==> src/source/core_settings.svh <==
`ifndef CORE_SETTINGS_SVH
`define CORE_SETTINGS_SVH

`define ADDR_WIDTH 32
`define DATA_WIDTH 32
`define REG_WIDTH  5

`define MEM_WORDS  1024
`define RESET_PC   32'h0000_0000

`endif
==> src/source/mem_bus_pkg.sv <==
`include "core_settings.svh"

package mem_bus_pkg;

    typedef logic [`DATA_WIDTH/8-1:0]      byte_en_t;
    typedef logic [$clog2(`MEM_WORDS)-1:0] mem_idx_t;

    typedef enum logic [1:0] {
        REQ_LOADER,
        REQ_DATA,
        REQ_FETCH,
        REQ_NONE
    } requester_e;

endpackage

==> src/source/core_types_pkg.sv <==
`include "core_settings.svh"

package core_types_pkg;

    typedef logic [`ADDR_WIDTH-1:0] addr_t;
    typedef logic [`DATA_WIDTH-1:0] data_t;
    typedef logic [`REG_WIDTH-1:0]  reg_idx_t;

    typedef enum logic [2:0] {
        ALU_ADD,
        ALU_SUB,
        ALU_AND,
        ALU_OR,
        ALU_XOR,
        ALU_PASS_B  // lui
    } alu_op_e;

    typedef enum logic [1:0] {
        BR_NONE,
        BR_BEQ,
        BR_BNE,
        BR_JAL
    } br_kind_e;

endpackage

==> src/source/mem_arbiter.sv <==
module mem_arbiter (
    input  logic                    clock,
    input  logic                    rst_n,
    input  logic                    load_req,
    input  core_types_pkg::addr_t   load_addr,
    input  core_types_pkg::data_t   load_wdata,
    input  logic                    data_req, data_we,
    input  core_types_pkg::addr_t   data_addr,
    input  core_types_pkg::data_t   data_wdata,
    input  mem_bus_pkg::byte_en_t   data_be,
    input  logic                    fetch_req,
    input  core_types_pkg::addr_t   fetch_addr,
    output logic                    fetch_gnt, data_gnt,
    output logic                    mem_en, mem_we,
    output mem_bus_pkg::mem_idx_t   mem_idx,
    output core_types_pkg::data_t   mem_wdata,
    output mem_bus_pkg::byte_en_t   mem_be,
    output mem_bus_pkg::requester_e last_owner
);
    import core_types_pkg::*;
    import mem_bus_pkg::*;

    requester_e owner;
    addr_t      sel_addr;

    always_comb begin
        owner     = REQ_NONE;
        sel_addr  = fetch_addr;
        mem_we    = 1'b0;
        mem_wdata = data_wdata;
        mem_be    = '1;
        if (load_req) begin
            owner     = REQ_LOADER;
            sel_addr  = load_addr;
            mem_we    = 1'b1;  // loader only writes
            mem_wdata = load_wdata;
        end else if (data_req) begin
            owner    = REQ_DATA;
            sel_addr = data_addr;
            mem_we   = data_we;
            mem_be   = data_be;
        end else if (fetch_req) begin
            owner = REQ_FETCH;
        end
    end

    assign mem_en    = (owner != REQ_NONE);
    assign mem_idx   = sel_addr[$bits(mem_idx_t)+1:2];  // byte to word
    assign fetch_gnt = (owner == REQ_FETCH);
    assign data_gnt  = (owner == REQ_DATA);

    // tags the read data returning next cycle
    always_ff @(posedge clock or negedge rst_n) begin
        if (!rst_n) begin
            last_owner <= REQ_NONE;
        end else begin
            last_owner <= owner;
        end
    end

endmodule

==> config.mk <==
export PLATFORM = sky130hd
export DESIGN_NAME = mem_arbiter
export DESIGN_NICKNAME = d
export VERILOG_FILES = /design/src/source/mem_bus_pkg.sv /design/src/source/core_types_pkg.sv /design/src/source/mem_arbiter.sv
export VERILOG_INCLUDE_DIRS = /design/src /design/src/source
export SDC_FILE = /design/constraint.sdc
export NUM_CORES = 1
export LEC_CHECK = 0
export BUFFER_PORTS_ARGS = -buffer_cell sky130_fd_sc_hd__buf_2
export CORE_AREA = 2 2 87 89
export CTS_CLUSTER_DIAMETER = 40
export DETAILED_ROUTE_END_ITERATION = 7
export DIE_AREA = 0 0 89 91
export PLACE_DENSITY = 0.6
export SLEW_MARGIN = 20
export SYNTH_ARGS = -nofsm -noshare
export SYNTH_HDL_FRONTEND = slang
export SYNTH_SLANG_ARGS = --single-unit
export TNS_END_PERCENT = 1
==> constraint.sdc <==
create_clock -name clock -period 2.2 [get_ports clock]
set_input_delay 0.33 -clock clock [delete_from_list [all_inputs] [get_ports clock]]
set_output_delay 0.33 -clock clock [all_outputs]
set_load 0.02 [all_outputs]
# --- Word-level counts from Yosys, hierarchy flattened ---
# Cells that the tools add are included.
word_totals:
  out_inout_bits: 52
  register_bits: 2
  input_bits: 170
  elab_cells: 14
op_classes:
  n_eq_ne: 3
  mux: 10
op_table:
  columns: ["op", "count"]
  rows:
  - ["$mux W32", 1]
  - ["$mux W12", 2]
  - ["$mux W4", 2]
  - ["$mux W2", 2]
  - ["$mux W1", 3]
  - ["$eq A2 B1 Y1 const B", 1]
  - ["$eq A2 B2 Y1 const B", 1]
  - ["$ne A2 B2 Y1 const B", 1]

# --- Longest topological paths before layout ---
depth:
  depth_word: 4
  ltp_mapped: 4
  depth_no_buf: 2

# --- Least setup slack after synthesis ---
# OpenSTA, ideal clock, no wires.
synth_path:
  path_kind: "input-to-output"
  startpoint: "input load_req"
  endpoint: "output mem_idx[6]"
  slack_ns: 0.758
  required_time_ns: 1.870
  path_stages: 3
  n_path_buf: 2
  arrival_time_ns: 1.112
  cell_sequence: "buf_6 buf_2 o21ai_0"
synth_via:
  elab_chain_len: 1
synth_rtl:
  columns: ["item", "line", "text"]
  rows:
  - ["start: declaration", "mem_arbiter.sv:4", "input logic load_req,"]
  - ["$mux W12", "mem_arbiter.sv:32", "if (load_req) begin"]
  - ["end: declaration", "mem_arbiter.sv:15", "output mem_bus_pkg::mem_idx_t mem_idx,"]
# No other way between the ends.

# --- Worst setup path after layout ---
layout_path:
  startpoint: "input load_req"
  endpoint: "output mem_wdata[3]"
layout_via:
  elab_chain_len: 1
layout_rtl:
  columns: ["item", "line", "text"]
  rows:
  - ["$mux W32", "mem_arbiter.sv:32", null]
  - ["end: declaration", "mem_arbiter.sv:16", "output core_types_pkg::data_t mem_wdata,"]
# No other way between the ends.

==> run_results.csv <==
group,metric,value,unit
run_status,status,"finished, final reports clean",
pwr,power,0.566,mW
pwr,p_per_area,334,nW/um2
clock_tree,htree_levels,1,
clock_tree,hold_buffers,0,
detailed_routing,antenna_left,0,
detailed_routing,viasPerCell,3.62,
yosys,syn_inst,83,
placement,port-buffer-count,155,
worst_setup_path,cp.arrival,1.29,ns
global_routing,overflow,0,
global_routing,antenna_found_initial,0,
detailed_routing,route.detailed.drc,0,
detailed_routing,drt-initial-drc-count,3,
placement,place_congestion,0.739,
worst_setup_path,critical_path_class,"in -> out",
pwr,p_leak,0.984,nW
timing,maxSlewHeadroom,71.3,%
flow_run,cap_violations,0,
yosys,synth_area_leader_cell,"mux2_4",
floorplan,core_area,7140,um2
finish,layout-drive-gt1-share,82.9,%
clock_tree,clockBufferDepth,2,
pwr,ir_drop,0.122,mV
yosys,yosysWarnings,0,
clock_tree,cts_buffers,3,
finish,final_area,1690,um2
timing,rsz0062_at_grt,"no",
finish,syn_to_final_growth,112,%
yosys,synth_area_leaders,"mux2_4, mux2_2, mux2i_1, dfstp_2, buf_6",
finish,fill_cells,826,
yosys,ys_seq_area_share,6.57,%
floorplan,die_height,91,um
floorplan,die_w,89,um
detailed_routing,drtPass1Iterations,3,
detailed_routing,vias,1207,
timing,max_freq,617,MHz
min_path,min_path_type,"in -> async",
placement,dpl.cell_count,330,
placement,placed_cell_area,1650,um2
worst_setup_path,crit_required,1.87,ns
floorplan,initial_utilization,11.2,%
clock_tree,ctsResizeCount,0,
timing,fin_ws,0.578,ns
clock_tree,clk_pin_slew_worst_paths,0.03,ns
worst_setup_path,cp_max_fo,57,
finish,layout.nets,406,
clock_tree,postCtsSetupRepairBufs,0,
clock_tree,cts_tree,"done",
yosys,synth_top_area_share,31.9,%
worst_setup_path,endpoint_kind,"output port",
yosys,ys_seq_elements,2,
global_routing,first_global_vias,1181,
finish,largest_reg_flops,2,
finish,top_register,"last_owner",
timing,finalHoldViolations,0,
finish,multi_input_comb_area,676,um2
yosys,syn_nets,253,
global_routing,grt_pass1_wl,5170,um
yosys,synth_area_per_cell,9.63,um2
timing,period_minus_slack,1.62,ns
detailed_routing,wl_per_cell,11.2,um
placement,dp_slack,0.517,ns
global_routing,grt_start_max_net_pins,58,
timing,worst-slew-pin-transition,0.431,ns
yosys,syn_area,800,um2
floorplan,rows,31,
floorplan,io_pins,222,
global_routing,gr-usage-all-layers,8.07,%
timing,finalMaxSlewViolations,0,
detailed_routing,wl,3750,um
timing,setup_viol,0,
worst_setup_path,critical_path.startpoint_type,"input port",
timing,worst_hold_slack,0.0638,ns
timing,finalCritPeriodShare,73.7,%
placement,hpwlAfterDp,3270,um
finish,seq_area,52.6,um2
finish,fin_cells,333,
finish,top_regs,"last_owner (2)",
clock_tree,root_buffer,"clkbuf_8",
finish,final_core_util,23.7,%
timing,setup_tns,0,ns
finish,diodes,0,
yosys,synth_cell_types,18,
clock_tree,cts.sinks,2,
floorplan,die_area,8100,um2
-- cell usage after synthesis --
library cell,number
mux2_4,17
mux2_2,15
mux2i_1,10
nand2_1,10
o21ai_1,7
buf_6,4
nand2b_1,4
buf_2,3
o21ai_0,3
dfstp_2,2
a21o_1,1
a21oi_1,1
and2_1,1
and2b_1,1
buf_4,1
inv_1,1
nor2_2,1
or3_1,1
-- final timing paths --
path	to	slack, ns	startpoint
max	mem_wdata[3]	0.58	load_req
min	last_owner[1]	0.06	rst_n
max in group asynchronous	last_owner[0]	2.11	rst_n
min in group clock	last_owner[0]	0.29	fetch_req
-- cells in the final DEF (no fill, tap or decap) --
cell type / synthesis / routed
nand2b_1: 4 / 4
mux2i_1: 10 / 10
clkbuf_8: 0 / 3
o21ai_1: 7 / 7
buf_12: 0 / 1
mux2_4: 17 / 17
buf_2: 3 / 155
mux2_2: 15 / 15
inv_1: 1 / 1
or3_1: 1 / 1
and2_1: 1 / 1
a21oi_1: 1 / 1
nand2_1: 10 / 10
a21o_1: 1 / 1
o21ai_0: 3 / 3
nor2_2: 1 / 1
dfstp_2: 2 / 2
and2b_1: 1 / 1
-- kinds of logic (layout without fill, tap and decap cells) --
| group | count (synthesis) | count (layout) | share of synthesized area [%] |
|---|---|---|---|
| buffers and inverters | 9 | 160 | 8.92 |
| AO/OA/AOI/OAI | 12 | 12 | 7.82 |
| flip-flops | 2 | 2 | 6.57 |
| multiplexers | 42 | 42 | 65.6 |
| AND/OR/NAND/NOR | 18 | 18 | 11.1 |
-- per-layer routing --
layer / share of wire [%] / track usage (%) / vias up
li1: - / - / 600
met1: 34 / 7.63 / 516
met2: 49 / 15.2 / 89
met3: 16 / 3.64 / 2
met4: 0.51 / 2.24 / 0
met5: 0 / 0 / -
-- layout make-up --
cell class                 instances  area share, %
sequential                         2           3.10
clock buffer                       3           2.44
inverter                           1          0.222
timing repair buffer             156           47.0
multi-input combinational         72           39.9
tap                               99           7.32
-- report_power, final --
group / switching, mW / internal, mW / total, mW / leakage (nW)
sequential: 0.000392 / 0.0407 / 0.0411 / 0.0209
clock: 0.0268 / 0.116 / 0.142 / 0.0216
combinational: 0.195 / 0.188 / 0.383 / 0.941
-- worst max-delay path, cell delays in order --
cell and delay, ns:
buf_2 0.10, buf_12 0.26, mux2_2 0.38, buf_2 0.16
Power figures use the tool's default switching activity.
