## config.mk

```make
export PLATFORM = sky130hd
export DESIGN_NAME = inst_fetch
export DESIGN_NICKNAME = d
export VERILOG_FILES = /design/src/source/core_types_pkg.sv /design/src/source/inst_fetch.sv
export VERILOG_INCLUDE_DIRS = /design/src /design/src/source
export SDC_FILE = /design/constraint.sdc
export NUM_CORES = 1
export LEC_CHECK = 0
export BUFFER_PORTS_ARGS = -buffer_cell sky130_fd_sc_hd__clkbuf_2
export CORE_MARGIN = 2
export CORE_UTILIZATION = 35
export CTS_CLUSTER_SIZE = 12
export DETAILED_ROUTE_END_ITERATION = 6
export SYNTH_ARGS = -nofsm -noshare
export SYNTH_HDL_FRONTEND = slang
export SYNTH_SLANG_ARGS = --single-unit
```

## constraint.sdc

```tcl
create_clock -name clock -period 2 [get_ports clock]
set_input_delay 0.6 -clock clock [delete_from_list [all_inputs] [get_ports clock]]
set_output_delay 0.6 -clock clock [all_outputs]
set_load 0.02 [all_outputs]
```

## src/source/core_settings.svh

```systemverilog
`ifndef CORE_SETTINGS_SVH
`define CORE_SETTINGS_SVH

`define ADDR_WIDTH 32
`define DATA_WIDTH 32
`define REG_WIDTH  5

`define MEM_WORDS  1024
`define RESET_PC   32'h0000_0000

`endif
```

## src/source/core_types_pkg.sv

```systemverilog
`include "core_settings.svh"

package core_types_pkg;

    typedef logic [`ADDR_WIDTH-1:0] addr_t;
    typedef logic [`DATA_WIDTH-1:0] data_t;
    typedef logic [`REG_WIDTH-1:0]  reg_idx_t;

    typedef enum logic [2:0] {
        ALU_ADD,
        ALU_SUB,
        ALU_AND,
        ALU_OR,
        ALU_XOR,
        ALU_PASS_B  // lui
    } alu_op_e;

    typedef enum logic [1:0] {
        BR_NONE,
        BR_BEQ,
        BR_BNE,
        BR_JAL
    } br_kind_e;

endpackage

```

## src/source/inst_fetch.sv

```systemverilog
`include "core_settings.svh"

module inst_fetch (
    input  logic                  clock,
    input  logic                  rst_n,
    input  logic                  run,
    input  logic                  halted,
    input  logic                  fetch_gnt,
    input  logic                  redirect,
    input  core_types_pkg::addr_t redirect_pc,
    output logic                  fetch_req,
    output core_types_pkg::addr_t fetch_addr,
    output logic                  if_valid,
    output core_types_pkg::addr_t if_pc
);
    import core_types_pkg::*;

    addr_t pc;

    assign fetch_req  = run & ~halted;
    assign fetch_addr = pc;

    always_ff @(posedge clock or negedge rst_n) begin
        if (!rst_n) begin
            pc       <= `RESET_PC;
            if_pc    <= `RESET_PC;
            if_valid <= 1'b0;
        end else begin
            if_valid <= fetch_gnt & ~redirect;  // drop the shadow word
            if (redirect) begin
                pc <= redirect_pc;
            end else if (fetch_gnt) begin
                pc    <= pc + 32'd4;
                if_pc <= pc;  // address of the word now in flight
            end
        end
    end

endmodule

```

Word level (Yosys, flattened, before mapping)
Index checks and enable logic that the tools add are counted.
{ "op_classes": {"reduce_logical": 2, "addsub": 1, "n_bitwise": 4, "n_mux": 2} }
{ "op_table": {"columns": ["cell", "count"], "rows": [
  ["$mux 32", 2],
  ["$add 32x3->32 const B", 1],
  ["$and 1x1->1", 2],
  ["$not 1->1", 2],
  ["$reduce_and 2->1", 1],
  ["$reduce_bool 2->1", 1]
]} }
{ "totals": {"out_inout_bits": 66, "ff_bits": 65, "elab_cells": 12} }

Longest topological paths before layout
Gate-level depths: netlist of run 1.
{ "depth": {"depth_word": 3, "ltp_mapped": 7, "depth_no_buf": 5} }

Worst setup path after synthesis of run 1
No wires, ideal clock.
{ "synth_timing": {"path_type": "reg2reg", "start": "register pc[2] (netlist: fetch_addr[2])", "end": "register pc[28] (netlist: fetch_addr[28])", "n_path_buf": 1, "required_time_ps": 1918, "stages_incl_launch_ff": 7, "arrival_ps": 2195, "setup_time_ps": 82, "synth_period_minus_slack_ps": 2277, "path_slack_ps": -277, "cell_sequence": "dfrtp_1 -> ha_1 -> nand2_1 -> or4_1 -> clkbuf_1 -> or4_1 -> a31oi_1"} }
{ "synth_between": {"elab_chain_len": 3} }
{ "synth_lines": {"columns": ["item", "line", "source"], "rows": [
  ["start: declaration", "inst_fetch.sv:18", "addr_t pc;"],
  ["start signal: assignment", "inst_fetch.sv:25", "pc <= `RESET_PC;"],
  ["start signal: assignment", "inst_fetch.sv:31", "pc <= redirect_pc;"],
  ["start signal: assignment", "inst_fetch.sv:33", "pc <= pc + 32'd4;"],
  ["$add 32x3->32", "inst_fetch.sv:33", null],
  ["$mux 32", "inst_fetch.sv:32", "end else if (fetch_gnt) begin"],
  ["$mux 32", "inst_fetch.sv:30", "if (redirect) begin"]
]} }
Every way passes these cells. The select of a mux whose other input is x is not followed.
A chain may end at the register's enable or synchronous reset.

Worst setup path after layout of run 1
{ "layout_timing": {"start": "input fetch_gnt", "end": "register pc[21] (netlist: fetch_addr[21])"} }
{ "layout_between": {"elab_chain_len": 1} }
{ "layout_lines": {"columns": ["item", "line", "source"], "rows": [
  ["start: declaration", "inst_fetch.sv:8", "input logic fetch_gnt,"],
  ["$reduce_bool 2->1 (no line)", null, null]
]} }
Every way passes these cells.

==> reports/metrics.yaml, run 1 <==
routedWlPerCell_um: 15.7
drv_cap: 0
fin_nets: 462
worstPathMaxFanout: 7
crit_slowest_cell: "or4_4"
finalSetupViolations: 0
use_met3: 0.0411
clock_skew_ns: 0.00830
ys_seq_elements: 65
peakVddDrop_mv: 0.388
die-area_um2: 9310
hold_path.class: "in -> async"
grt_remaining_overflow: 0
path_cells: "clkbuf_2 > nand3_2 > or4_4 > buf_8 > or4_1 > a31oi_1"
r2r_slack_ns: 0.01
cts_sinks: 65
core_um2: 8260
arrival_ns: 2.26
io-pin-count: 104
vias_per_cell: 5.17
ant_nets: 0
first_pass_iters: 4
cp-end-kind: "flip-flop"
clkTransAtPathRegs_ns: 0.08
grt_start_max_net_pins: 26
post-route-drc-count: 0
ys.flop_type: "dfrtp_1"
place_hpwl_um: 6220
start_util: 0.362
grt_antenna_before_repair: 0
final_core_util: 0.515
max_stage_delay_ns: 0.56
dpl-instance-area_um2: 3960
final_cell_mix: "clkbuf_2 (102), dfrtp_1 (50), buf_4 (45)"
vias: 2757
clock_latency_ns: 0.35
setup.worst_path.start_class: "input port"
synthCells: 276
grt_pass1_wl_um: 13300
rsz0062_at_grt: "yes"
ys_warn_count: 0
tritoncts: "done"
io_buffer_count: 103
holdBufCountCts: 0
status: "finished clean"
async_reset_ff_frac: 1.00
finalCriticalPeriod_ns: 1.99
ys_seq_area_frac: 0.543
grtUsageMet1: 0.241
leakagePower_nw: 1.94
maxSlewHeadroom: 0.645
drtIter0Drc: 104
h-tree-depth: 3
ctsLongestPathBuffers: 2
fin_ws_ns: 0.0104
area_growth_pct: 42.0
fmax_ghz: 0.503
post-route-period-util: 0.995
grt_util_met2: 0.313
design_area_um2: 4250
routed_wirelength_um: 8370
worst_pin_slew_ns: 0.533
drv_slew: 0
cp.required_ns: 2.27
fp-row-count: 33
gp_congestion: 0.776
die_h_um: 96.5
synth_nets: 315
place_ws_ns: -0.242
crit_type: "in -> reg"
cts_root_buffer: "clkbuf_8"
synth_area_um2: 2990
top_usage_layer: "met2"
hold_violations: 0
cts_buffers: 9
drive_gt1_frac: 0.526
layout_commonest_cell: "clkbuf_2"
power_density_nw_per_um2: 858
fillers: 811
yosysUniqueCellTypes: 29
gr-usage-all-layers: 0.189
syn_avg_cell_area_um2: 10.8
diodes: 0
die_w_um: 96.5
grt_pass1_vias: 2770
synth-edff-count: 0
## per-layer routing
layer,vias up,routed length (um)
met5,-,0
met4,0,88
met3,8,552
met2,103,4000
met1,1331,3730
li1,1315,-
## power breakdown
part	internal (mW)	switching [mW]	leakage [nW]
clock	0.569	0.511	0.0998
sequential	1.50	0.130	0.755
combinational	0.393	0.543	1.09
total	2.46	1.18	1.94
## sequential cells by signal (all words and copies together), names as in the netlist
| name | cells |
|---|---|
| fetch_addr | 32 |
| if_valid | 1 |
| if_pc | 32 |
## kinds of logic after synthesis
group,after synthesis,share of synthesized area
buffers and inverters,22,0.0284
AO/OA/AOI/OAI,51,0.113
AND/OR/NAND/NOR,96,0.164
adder cells (fa/ha/maj),1,0.00418
flip-flops,65,0.543
multiplexers,32,0.120
XOR/XNOR,9,0.0263
## path summary, 6_finish.rpt
kind | from | endpoint | cells past startpoint
worst max-delay path | fetch_gnt | fetch_addr[21] | 6
worst min register to register | if_pc[24] | if_pc[24] | 2
worst min-delay path | rst_n | fetch_addr[15] | 1
worst max register to register | fetch_addr[2] | fetch_addr[21] | 5
min in group clock | redirect_pc[6] | fetch_addr[6] | 3
max in group asynchronous | rst_n | fetch_addr[4] | 2
## timing repair
action / 4_1_cts / 5_1_grt
setup endpoints to repair: 0 / 9
setup buffers: 0 / 6
gates resized for setup: 0 / 9
endpoints found under the hold margin: 0 / 0
## critical path, delay by kind of cell
kind            cells  cell delay (ns)
compound gates      1             0.17
buf+inv             2             0.32
simple gates        3             1.16
## Yosys cell counts (2+ instances only)
| cell | number | share of area |
|---|---|---|
| dfrtp_1 | 65 | 0.54 |
| nand2_1 | 34 | 0.043 |
| mux2_2 | 31 | 0.12 |
| nor2_1 | 18 | 0.023 |
| o21ai_0 | 15 | 0.025 |
| clkbuf_1 | 14 | 0.018 |
| or4_1 | 14 | 0.035 |
| a31oi_1 | 12 | 0.025 |
| nand4_1 | 10 | 0.021 |
| o31ai_1 | 9 | 0.023 |
| nand3_1 | 8 | 0.013 |
| o211ai_1 | 8 | 0.020 |
| inv_1 | 6 | 0.0075 |
| o311ai_0 | 6 | 0.018 |
| xnor2_1 | 6 | 0.018 |
| nor3_1 | 3 | 0.0050 |
| xor2_1 | 3 | 0.0088 |
| and4_1 | 2 | 0.0059 |
| buf_2 | 2 | 0.0033 |
## per-stage QoR
stage / instances / total power [mW] / hold slack, ns / TNS [ns]
final: 533 / 3.65 / 0.229 / 0
after global routing: 533 / 3.84 / 0.244 / -0.0581
after floorplan: 276 / 2.16 / 0.304 / -0.495
after global placement: 510 / 2.56 / 0.472 / -1.60
after detailed placement: 510 / 2.58 / 0.473 / -2.05
after CTS: 526 / 3.68 / 0.221 / 0
## cell type report
class                      instances  area (um^2)  share of cell area
timing repair buffer             152          925               0.218
clock inverter                     6         58.8              0.0138
inverter                           6         22.5             0.00530
multi-input combinational        189         1340               0.315
sequential                        65         1650               0.387
clock buffer                      10          128              0.0300
tap                              105          131              0.0309
No activity file was read; power rests on OpenSTA's default activity.
==> run 2: changes to the inputs <==
BUFFER_PORTS_ARGS = -buffer_cell sky130_fd_sc_hd__buf_2   (was -buffer_cell sky130_fd_sc_hd__clkbuf_2)
==> reports/metrics.yaml, run 2 (synthesized netlist as in run 1, its figures left out) <==
vias_per_cell: 5.06
status: "finished clean"
area_growth_pct: 41.1
grt_pass1_vias: 2631
finalCriticalPeriod_ns: 1.95
drive_gt1_frac: 0.525
h-tree-depth: 3
io_buffer_count: 103
fp-row-count: 33
gr-usage-all-layers: 0.179
fin_nets: 459
final_core_util: 0.511
switchingPower_mw: 1.15
finalSetupViolations: 0
rsz0062_at_grt: "yes"
post-route-drc-count: 0
design_area_um2: 4220
grt_antenna_before_repair: 0
post-route-period-util: 0.976
arrival_ns: 2.22
pwr-share-seq: 0.453
cts_root_buffer: "clkbuf_8"
start_util: 0.362
clock_skew_ns: 0.00651
dpl-instance-area_um2: 3920
grt_remaining_overflow: 0
rr_startpoint: "fetch_addr[19]"
cp.required_ns: 2.27
power_density_nw_per_um2: 851
place_hpwl_um: 5740
setup.worst_path.start_class: "flip-flop"
crit_type: "reg -> reg"
maxSlewHeadroom: 0.766
hold_path.class: "in -> async"
whs_ns: 0.257
drv_slew: 0
ctsLongestPathBuffers: 2
swShare: 0.321
die_w_um: 96.5
core_um2: 8260
cts_buffers: 9
clkTransAtPathRegs_ns: 0.07
r2r_slack_ns: 0.05
leakagePower_nw: 1.90
drv_cap: 0
final_cell_mix: "buf_2 (103), dfrtp_1 (49), buf_4 (42)"
die-area_um2: 9310
p_clk_frac: 0.292
hold_violations: 0
first_pass_iters: 4
routed_wirelength_um: 8020
worst_pin_slew_ns: 0.351
layout_commonest_cell: "buf_2"
gp_congestion: 0.755
grt_pass1_wl_um: 12600
fillers: 819
worstRegToRegCells: 4
cts_sinks: 65
fin_tns_setup_ns: 0
finalPower_mw: 3.59
clock_latency_ns: 0.34
fmax_ghz: 0.512
vias: 2680
cp-end-kind: "flip-flop"
r2r-end: "fetch_addr[31]"
io-pin-count: 104
worstPathMaxFanout: 7
ant_nets: 0
internal_power_mw: 2.44
routedWlPerCell_um: 15.1
diodes: 0
combPwrFrac: 0.255
peakVddDrop_mv: 0.397
drtIter0Drc: 122
holdBufCountCts: 0
die_h_um: 96.5
grt_start_max_net_pins: 66
tritoncts: "done"
[run 2: changes by cell type in the layout (fill, tap and decap cells not counted), moves of 3 or more]
| cell | change |
|---|---|
| clkinv_2 | -3 |
| clkbuf_8 | +3 |
| clkbuf_2 | -102 |
| buf_2 | +102 |
| buf_4 | -3 |
[run 2: worst max-delay path, stage by stage (launching register included)]
cell and delay, ns:
dfrtp_2 0.40, nand4_1 0.13, or4_1 0.67, or4_1 0.52
a31oi_1 0.16
[run 2: metrics by stage]
stage / setup WS [ns] / cells
after floorplan: -0.102 / 276
after global placement: -0.176 / 505
after detailed placement: -0.215 / 505
after CTS: 0.0400 / 521
after global routing: -0.0195 / 530
final: 0.0486 / 530
[run 2: how the worst max path moves through the flow]
stage                              start        endpoint  slack, ns  cells after the start
after floorplan                fetch_gnt  fetch_addr[28]      -0.10                      6
final                     fetch_addr[19]  fetch_addr[31]       0.05                      4
after global placement         fetch_gnt  fetch_addr[19]      -0.18                      6
after detailed placement       fetch_gnt  fetch_addr[19]      -0.21                      6
after global routing       fetch_addr[2]  fetch_addr[19]      -0.02                      5
after CTS                  fetch_addr[7]  fetch_addr[19]       0.04                      5
[run 2: layout make-up]
type / count / area, um^2 / share of cell area
sequential: 65 / 1650 / 0.390
clock inverter: 2 / 12.5 / 0.00296
tap: 105 / 131 / 0.0311
timing repair buffer: 149 / 888 / 0.210
multi-input combinational: 189 / 1350 / 0.319
inverter: 6 / 22.5 / 0.00533
clock buffer: 14 / 173 / 0.0409
[run 2: per-layer routing]
layer / part of all wire / routed length [um] / vias up / global-route usage
met5: 0 / 0 / - / 0
li1: - / - / 1306 / -
met3: 0.067 / 534 / 9 / 0.0434
met1: 0.44 / 3550 / 1283 / 0.220
met4: 0.016 / 129 / 0 / 0.0716
met2: 0.47 / 3810 / 82 / 0.304
[run 2: what timing repair did]
item	4_1_cts	5_1_grt
resized for setup	0	15
endpoints found under the setup margin	0	9
buffers inserted	0	9
[run 2: power by group through the flow]
stage               logic, mW  clock network (mW)  registers (mW)
floorplan               0.262                   0            1.89
global placement        0.904                   0            1.64
detailed placement      0.913                   0            1.65
CTS                     0.915                1.09            1.63
global route             1.00                1.15            1.65
finish                  0.917                1.05            1.63
