==> config.mk <==
export PLATFORM = sky130hd
export DESIGN_NAME = execute
export DESIGN_NICKNAME = d
export VERILOG_FILES = /design/src/source/mem_bus_pkg.sv /design/src/source/core_types_pkg.sv /design/src/source/execute.sv /design/src/source/inst_decode.sv
export VERILOG_INCLUDE_DIRS = /design/src /design/src/source
export SDC_FILE = /design/constraint.sdc
export NUM_CORES = 1
export LEC_CHECK = 0
export BUFFER_PORTS_ARGS = -buffer_cell sky130_fd_sc_hd__buf_2
export CAP_MARGIN = 20
export CORE_MARGIN = 2
export CORE_UTILIZATION = 42
export DETAILED_ROUTE_END_ITERATION = 8
export PLACE_DENSITY = 0.66
export SYNTH_ARGS = -nofsm -noshare
export SYNTH_HDL_FRONTEND = slang
export SYNTH_SLANG_ARGS = --single-unit
==> constraint.sdc <==
create_clock -name clock -period 3.5 [get_ports clock]
set_clock_uncertainty 0.1 [all_clocks]
set_input_delay 0.175 -clock clock [delete_from_list [all_inputs] [get_ports clock]]
set_output_delay 0.175 -clock clock [all_outputs]
set_load 0.005 [all_outputs]
==> src/source/core_settings.svh <==
`ifndef CORE_SETTINGS_SVH
`define CORE_SETTINGS_SVH

`define ADDR_WIDTH 32
`define DATA_WIDTH 32
`define REG_WIDTH  5

`define MEM_WORDS  1024
`define RESET_PC   32'h0000_0000

`endif
==> src/source/mem_bus_pkg.sv <==
`include "core_settings.svh"

package mem_bus_pkg;

    typedef logic [`DATA_WIDTH/8-1:0]      byte_en_t;
    typedef logic [$clog2(`MEM_WORDS)-1:0] mem_idx_t;

    typedef enum logic [1:0] {
        REQ_LOADER,
        REQ_DATA,
        REQ_FETCH,
        REQ_NONE
    } requester_e;

endpackage

==> src/source/core_types_pkg.sv <==
`include "core_settings.svh"

package core_types_pkg;

    typedef logic [`ADDR_WIDTH-1:0] addr_t;
    typedef logic [`DATA_WIDTH-1:0] data_t;
    typedef logic [`REG_WIDTH-1:0]  reg_idx_t;

    typedef enum logic [2:0] {
        ALU_ADD,
        ALU_SUB,
        ALU_AND,
        ALU_OR,
        ALU_XOR,
        ALU_PASS_B  // lui
    } alu_op_e;

    typedef enum logic [1:0] {
        BR_NONE,
        BR_BEQ,
        BR_BNE,
        BR_JAL
    } br_kind_e;

endpackage

==> src/source/execute.sv <==
module execute (
    input  logic                     clock,
    input  logic                     rst_n,
    input  logic                     if_valid,
    input  core_types_pkg::addr_t    if_pc,
    input  core_types_pkg::data_t    inst,
    input  core_types_pkg::data_t    rs1_data, rs2_data,
    output core_types_pkg::reg_idx_t rs1, rs2,
    output logic                     redirect,
    output core_types_pkg::addr_t    redirect_pc,
    output logic                     data_req, data_we,
    output core_types_pkg::addr_t    data_addr,
    output core_types_pkg::data_t    data_wdata,
    output mem_bus_pkg::byte_en_t    data_be,
    output logic                     m_valid,
    output core_types_pkg::reg_idx_t m_rd,
    output core_types_pkg::data_t    m_result,
    output logic                     m_is_load,
    output logic                     halt_seen
);
    import core_types_pkg::*;

    reg_idx_t rd;
    data_t    imm;
    data_t    op_b;
    data_t    alu_out;
    alu_op_e  alu_op;
    br_kind_e br_kind;
    logic     use_imm, reg_write, is_load, is_store, is_halt;
    logic     taken;

    inst_decode u_decode (
        .inst(inst), .rs1(rs1), .rs2(rs2), .rd(rd), .imm(imm), .alu_op(alu_op),
        .use_imm(use_imm), .reg_write(reg_write), .is_load(is_load),
        .is_store(is_store), .is_halt(is_halt), .br_kind(br_kind)
    );

    assign op_b = use_imm ? imm : rs2_data;

    always_comb begin
        case (alu_op)
            ALU_SUB:    alu_out = rs1_data - op_b;
            ALU_AND:    alu_out = rs1_data & op_b;
            ALU_OR:     alu_out = rs1_data | op_b;
            ALU_XOR:    alu_out = rs1_data ^ op_b;
            ALU_PASS_B: alu_out = op_b;
            default:    alu_out = rs1_data + op_b;
        endcase
    end

    always_comb begin
        case (br_kind)
            BR_BEQ:  taken = (rs1_data == rs2_data);
            BR_BNE:  taken = (rs1_data != rs2_data);
            BR_JAL:  taken = 1'b1;
            default: taken = 1'b0;
        endcase
    end

    // ebreak redirects too, flushing the word fetched behind it
    assign redirect    = if_valid & (taken | is_halt);
    assign redirect_pc = if_pc + imm;
    assign halt_seen   = if_valid & is_halt;

    assign data_req   = if_valid & (is_load | is_store);
    assign data_we    = is_store;
    assign data_addr  = rs1_data + imm;
    assign data_wdata = rs2_data;
    assign data_be    = '1;  // word access only

    always_ff @(posedge clock or negedge rst_n) begin
        if (!rst_n) begin
            m_valid   <= 1'b0;
            m_is_load <= 1'b0;
        end else begin
            m_valid   <= if_valid & reg_write & (rd != '0);
            m_is_load <= if_valid & is_load;
        end
    end

    always_ff @(posedge clock) begin
        m_rd     <= rd;
        m_result <= (br_kind == BR_JAL) ? if_pc + 32'd4 : alu_out;  // link value
    end

endmodule

==> src/source/inst_decode.sv <==
module inst_decode (
    input  core_types_pkg::data_t    inst,
    output core_types_pkg::reg_idx_t rs1, rs2, rd,
    output core_types_pkg::data_t    imm,
    output core_types_pkg::alu_op_e  alu_op,
    output logic                     use_imm, reg_write, is_load, is_store, is_halt,
    output core_types_pkg::br_kind_e br_kind
);
    import core_types_pkg::*;

    localparam logic [6:0] OP_REG    = 7'b0110011;
    localparam logic [6:0] OP_IMM    = 7'b0010011;
    localparam logic [6:0] OP_LUI    = 7'b0110111;
    localparam logic [6:0] OP_LOAD   = 7'b0000011;
    localparam logic [6:0] OP_STORE  = 7'b0100011;
    localparam logic [6:0] OP_BRANCH = 7'b1100011;
    localparam logic [6:0] OP_JAL    = 7'b1101111;
    localparam logic [6:0] OP_SYSTEM = 7'b1110011;
    localparam data_t      EBREAK    = 32'h0010_0073;

    logic [6:0] opcode;
    logic [2:0] funct3;

    assign opcode = inst[6:0];
    assign funct3 = inst[14:12];
    assign rs1    = inst[19:15];
    assign rs2    = inst[24:20];
    assign rd     = inst[11:7];

    always_comb begin
        imm       = '0;
        alu_op    = ALU_ADD;
        use_imm   = 1'b0;
        reg_write = 1'b0;
        is_load   = 1'b0;
        is_store  = 1'b0;
        is_halt   = 1'b0;
        br_kind   = BR_NONE;
        case (opcode)
            OP_REG: begin
                reg_write = 1'b1;
                case (funct3)
                    3'b000:  alu_op = inst[30] ? ALU_SUB : ALU_ADD;
                    3'b100:  alu_op = ALU_XOR;
                    3'b110:  alu_op = ALU_OR;
                    3'b111:  alu_op = ALU_AND;
                    default: reg_write = 1'b0;  // shifts, slt not supported
                endcase
            end
            OP_IMM: begin
                imm       = {{20{inst[31]}}, inst[31:20]};
                use_imm   = 1'b1;
                reg_write = (funct3 == 3'b000);  // addi only
            end
            OP_LUI: begin
                imm       = {inst[31:12], 12'b0};
                alu_op    = ALU_PASS_B;
                use_imm   = 1'b1;
                reg_write = 1'b1;
            end
            OP_LOAD: begin
                imm       = {{20{inst[31]}}, inst[31:20]};
                is_load   = (funct3 == 3'b010);  // lw only
                reg_write = (funct3 == 3'b010);
            end
            OP_STORE: begin
                imm      = {{20{inst[31]}}, inst[31:25], inst[11:7]};
                is_store = (funct3 == 3'b010);
            end
            OP_BRANCH: begin
                imm = {{19{inst[31]}}, inst[31], inst[7], inst[30:25], inst[11:8], 1'b0};
                case (funct3)
                    3'b000:  br_kind = BR_BEQ;
                    3'b001:  br_kind = BR_BNE;
                    default: br_kind = BR_NONE;
                endcase
            end
            OP_JAL: begin
                imm       = {{11{inst[31]}}, inst[31], inst[19:12], inst[20], inst[30:21], 1'b0};
                reg_write = 1'b1;
                br_kind   = BR_JAL;
            end
            OP_SYSTEM: is_halt = (inst == EBREAK);
            default: ;  // unknown opcode is a no-op
        endcase
    end

endmodule

=== After elaboration in Yosys (flattened, before gate mapping) ===
Index checks and enable logic that the tools add are counted.

* Multiply operators: 0
* Magnitude comparators: 0
* Add/sub/neg operators: 5
* Equality and inequality tests: 24
* Bitwise operators: 11
* Reduce and logical (&&, ||, !) cells: 6
* Mux-type cells: 16
* Div/mod/pow operators: 0
* Shift-type cells: 0

{| class="wikitable"
|+ Operators with widths
! kind !! count
|-
| $pmux 32 s5 || 2
|-
| $add 32x32->32 || 3
|-
| $mux 32 || 2
|-
| $add 32x3->32 const B || 1
|-
| $and 32x32->32 || 1
|-
| $eq 32x21->1 const B || 1
|-
| $eq 32x32->1 || 1
|-
| $ne 32x32->1 || 1
|-
| $or 32x32->32 || 1
|-
| $sub 32x32->32 || 1
|-
| $xor 32x32->32 || 1
|-
| $eq 7x6->1 const B || 3
|-
| $eq 7x7->1 const B || 3
|-
| $eq 3x3->1 const B || 5
|-
| $pmux 3 s4 || 1
|-
| $eq 3x2->1 const B || 3
|-
| $pmux 2 s2 || 2
|-
| $eq 7x2->1 const B || 1
|-
| $eq 7x5->1 const B || 1
|-
| $and 1x1->1 || 6
|-
| $eq 3x1->1 const B || 2
|-
| $mux 1 || 6
|-
| $pmux 3 s2 || 1
|-
| $reduce_or 2->1 || 3
|-
| other kinds (8) || 10
|}

* Memories: 0
* Bits in registers: 39
* Bits in latches: 0
* Bits in writable memories: 0
* Output and inout bits: 153
* ROM bits: 0
* Logic and storage cells: 66

=== Logic depth before layout (Yosys ltp) ===
* Depth after elaboration: 7
* Gate-level depth with buffers: 24
* Depth with buffers taken out: 21

=== By module ===
Synthesis repeated with hierarchy kept, for this count alone.

* Cells, all modules: 1572
* Area, all modules: 11302.1 um^2

{| class="wikitable"
|+ Modules (own cells, without submodules)
! module !! area an instance (um^2) !! instances !! cells each !! sequential area each (um^2)
|-
| execute || 10532.6 || 1 || 1462 || 790.8
|-
| inst_decode || 769.5 || 1 || 110 || 0.0
|}

=== Least setup slack after synthesis ===
Ideal clock, no wire load.

* Path kind: in2reg
* From: input port inst[3]
* To: register m_result[28]
* Stages on the path: 24
* Path buffers: 5
* Setup slack: -1.354 ns
* Arrival: 4.622 ns
* Setup time: 0.132 ns
* Required time: 3.268 ns
* Cells stage by stage: and4bb_1 -> buf_6 -> and3_4 -> buf_6 -> clkbuf_4 -> clkbuf_1 -> buf_1 -> o21ai_0 -> ha_1 -> and3b_1 -> nand3_1 -> nand2_1 -> xnor2_1 -> ha_1 -> and3_1 -> and2_1 -> o21ai_0 -> o21ai_0 -> and3_1 -> a221o_1 -> o211a_1 -> or3_1 -> a31oi_1 -> a21oi_1

* Cells in the longest elaborated chain, start to end: 7
* Elaborated cells on any way between the ends: 27
* Classes of those cells: add/sub (2); eq/ne (13); mux (7); bitwise (3); reduce/logical (2)

{| class="wikitable"
|+ Ends and longest elaborated chain
! what !! line !! RTL
|-
| from (decl) || execute.sv:6 || <nowiki>input core_types_pkg::data_t inst,</nowiki>
|-
| $eq 7x5->1, or another cell as far along || inst_decode.sv:39 || <nowiki>case (opcode)</nowiki>
|-
| $reduce_or 2->1 (no source line) || - ||
|-
| $pmux 32 s5 or $mux 1 (tied branches) || inst_decode.sv:39 ||
|-
| $mux 32 || execute.sv:38 || <nowiki>assign op_b = use_imm ? imm : rs2_data;</nowiki>
|-
| $add 32x32->32, or another cell as far along || execute.sv:47 || <nowiki>default: alu_out = rs1_data + op_b;</nowiki>
|-
| $pmux 32 s5 || execute.sv:41 || <nowiki>case (alu_op)</nowiki>
|-
| $mux 32 * || execute.sv:83 || <nowiki>m_result <= (br_kind == BR_JAL) ? if_pc + 32'd4 : alu_out;</nowiki>
|-
| to (signal assigned) || execute.sv:83 ||
|-
| to (decl) || execute.sv:17 || <nowiki>output core_types_pkg::data_t m_result,</nowiki>
|}

Every way passes the cells marked *; elsewhere a longest branch is shown, timed or not.

=== Final worst setup path ===
* From: input port inst[6]
* To: register m_result[29]

Same word-level chain as after synthesis.

==> flow_summary.yaml <==
clocking:
  cts_buffer_depth: 2
  cts_sinks: 39
  cts_tree: "yes"
  root_buffer: "clkbuf_16"
  htree_num_levels: 2
  clk_pin_slew_ns: 0.07
  cts_buffers: 5
critical_path:
  worstSetupPathType: "input port to flip-flop"
  cp.required_ns: 3.64
  crit_start: "inst[6]"
  path_max_fanout: 6
  slowest_stage: "ha_1"
  endpoint_kind: "flip-flop"
  path_common_cell: "buf_6"
  cp_cell_sequence: "buf_8 -> buf_6 -> nand4b_1 -> a2bb2o_4 -> buf_6 -> a22oi_2 -> a41oi_4 -> nor4_4 -> and2_4 -> a21oi_4 -> xnor2_1 -> ha_1 -> buf_4 -> o21ai_2 -> nor2_2 -> o41ai_2 -> o22a_1 -> o311a_4 -> nor3_4 -> o31a_1 -> o21a_1 -> o31ai_2 -> a21boi_2"
  arrival_ns: 4.47
  slowest_delay_ns: 0.37
  worst_setup_path_start_kind: "input port"
detailed_routing:
  finalWirelength_mm: 53.28
  drt_iter0_drc: 1126
  drc_errors: 0
  vias: 14740
  antenna_left: 0
  viasPerCell: 5.683
  drt_first_pass_iters: 5
  wl_per_cell_um: 20.55
layout:
  areaGrowthSynthToFinish_pct: 72.45
  diodes: 0
  fin_area_um2: 18480
  final_net_count: 2555
  drive_above_1_share_pct: 50.82
sta:
  min_period_ns: 4.327
  slew_viol_final: 0
  rsz0062_at_grt: "true"
  relSlewSlack_pct: 49.04
  max_freq_ghz: 0.2311
  fin_ws_ns: -0.8272
  hold_viol: 0
  fin_crit_sh_pct: 123.6
  setup_viol: 67
  worst_slew_pin_slew_ns: 0.7644
die:
  fp-row-count: 58
  core-area_um2: 25110
  dieArea_um2: 26800
  initial_core_util_pct: 42.67
  pin_count: 284
  die_y_um: 163.7
  die_w_um: 163.7
yosys:
  ys.flop_type: "dfxtp_1"
  synth_compound_area_share_pct: 28.04
  synth_top_family_by_area: "compound AO/OA/AOI/OAI gates"
  synth.top_cell.area_share_pct: 18.57
  synth_mux_area_share_pct: 1.401
  syn_area_um2: 10710
  avgSynthCellArea_um2: 7.138
  synth-simple-area-share_pct: 20.28
  yosysTopAreaCell: "ha_1"
  ys_seq_area_share_pct: 7.381
  ys_seq_elements: 39
  synthTopCellsByArea: "ha_1 (19%), xnor2_1 (8.3%), dfxtp_1 (6.9%)"
  synthAdderAreaFrac_pct: 19.13
  synthArstFlopShare_pct: 5.128
  syn_inst: 1501
  synthXorXnorAreaFrac_pct: 14.14
  synth-edff-count: 0
  ys_warn_count: 0
  synth.distinct_cells: 95
run_status:
  violations: "setup timing"
  status: "complete, but fails checks"
global_route:
  grtUsageTotal_pct: 36.57
  grt_pass1_wl_mm: 75.95
  grt_antenna_before_repair: 0
  grt.overflow.total: 0
  grt_pass1_vias: 13880
  grt_max_degree: 58
power:
  power_leakage_nw: 9.527
  ir_drop_mv: 0.1818
  power.density_nw_per_um2: 181.1
  total_power_w: 0.003346
worst_hold_path:
  holdPathStages: 2
  hold_end: "m_rd[2]"
  hold_class: "input port to flip-flop"
  min_from: "inst[9]"
place:
  dpl.hpwl_mm: 40.50
  globalplace.congestion: 0.9634
  dpl_worst_slack_ns: -1.223
  postPlaceCellArea_um2: 15730
  numPortBuffers: 279
flow_run:
  cap_violations: 0
worst max-delay path, delay by kind of cell:
| kind | cells | cell delay (ns) |
|---|---|---|
| buffers and inverters | 4 | 0.51 |
| adders and majority gates | 1 | 0.37 |
| xor gates and xnor gates | 1 | 0.14 |
| and+or+nand+nor | 5 | 0.82 |
| AOI/OAI and AO/OA | 12 | 2.43 |
layout by cell type (no fill, tap or decap), types with 15 or more instances in the layout:
master,count
buf_4,494
buf_2,272
ha_1,134
nand2_1,115
inv_1,112
nor2_1,92
xnor2_1,84
a21oi_1,72
xor2_1,70
buf_6,63
a21o_1,54
a21oi_2,50
o21ai_0,43
dfxtp_1,37
nand3_1,28
o21ai_2,25
nor3_1,22
a22oi_1,22
nand4_1,21
ha_4,19
o21ai_1,18
xnor2_2,17
nor4_1,15
registers in the layout (all words and copies together) (netlist names):
signal,cells
m_is_load,1
m_rd,5
m_result,32
m_valid,1
per-stage QoR:
stage / TNS (ns) / hold WS [ns] / cells / utilization, %
4_1_cts: -24.52 / 0.002742 / 2559 / 69.11
2_1_floorplan: -9.694 / -0.2206 / 1504 / -
3_3_place_gp: -43.35 / -0.1399 / 2487 / 62.65
5_1_grt: -38.13 / 0.01501 / 2593 / 73.58
3_5_place_dp: -47.40 / -0.1349 / 2487 / 62.65
6_report: -28.84 / 0.009266 / 2593 / 73.58
area by class of cell:
cell class                 count  area (um2)
fill                        1982        6633
multi-input combinational   1249       10610
clock inverter                 2       35.03
tap                          330       412.9
sequential                    39       790.8
inverter                     124       473.0
clock buffer                   6       138.9
timing repair buffer         843        6015
worst max-delay path by stage:
| stage | end | slack, ns | depth (start not counted) |
|---|---|---|---|
| final | m_result[29] | -0.83 | 23 |
| after global routing | m_result[28] | -1.02 | 23 |
| after detailed placement | m_result[29] | -1.22 | 23 |
| after floorplan | m_result[28] | -0.78 | 20 |
| after CTS | redirect_pc[28] | -0.82 | 19 |
| after global placement | m_result[29] | -1.08 | 23 |
power by group:
part | switching (W) | internal (W) | total (W)
Sequential | 0.0000342 | 0.000541 | 0.000576
Clock | 0.000247 | 0.000357 | 0.000604
Combinational | 0.00110 | 0.00107 | 0.00217
Total | 0.00138 | 0.00197 | 0.00335
timing repair:
| action | CTS | global route |
|---|---|---|
| pin swaps | 158 | 205 |
| buffers inserted | 66 | 50 |
| endpoints found under the hold margin | 4 | 0 |
| hold buffers | 3 | 0 |
| setup endpoints to repair | 70 | 73 |
| resized for setup | 229 | 185 |
logic make-up (layout without fill, tap and decap cells):
group / count (synthesis) / in the layout
buffers and inverters: 216 / 975
AOI/OAI and AO/OA: 457 / 457
muxes: 15 / 15
other: 1 / 4
DFF: 39 / 39
xor gates and xnor gates: 173 / 173
adders and majority gates: 162 / 162
and+or+nand+nor: 438 / 438
metal layers:
layer / GRT usage (%) / vias up / part of all wire [%]
met5: 0 / - / 0
met4: 13.36 / 0 / 4.0
met3: 4.949 / 134 / 8.0
met2: 59.38 / 709 / 46
met1: 49.33 / 7047 / 42
li1: - / 6846 / -
cell usage after synthesis, types with 8 or more instances:
cell       count
nor2b_1       13
mux2i_1       15
o22ai_1       13
a22oi_1       22
dfxtp_1       37
nor3_1        29
o21a_1        12
nor2_1       110
inv_1        121
xor2_1        71
nand4_1       21
and2_1         8
xnor2_1      102
nand3_1       37
a21oi_1      128
buf_4         47
a21o_1        54
ha_1         159
or3_1          9
and3_1        10
o2111ai_1      8
a31oi_1       22
o31ai_1        9
o21ai_0       84
clkbuf_1      28
a211oi_1       9
nand2b_1      14
nand2_1      133
nor4_1        16
o21bai_1      17
(Power assumes the default switching activity.)
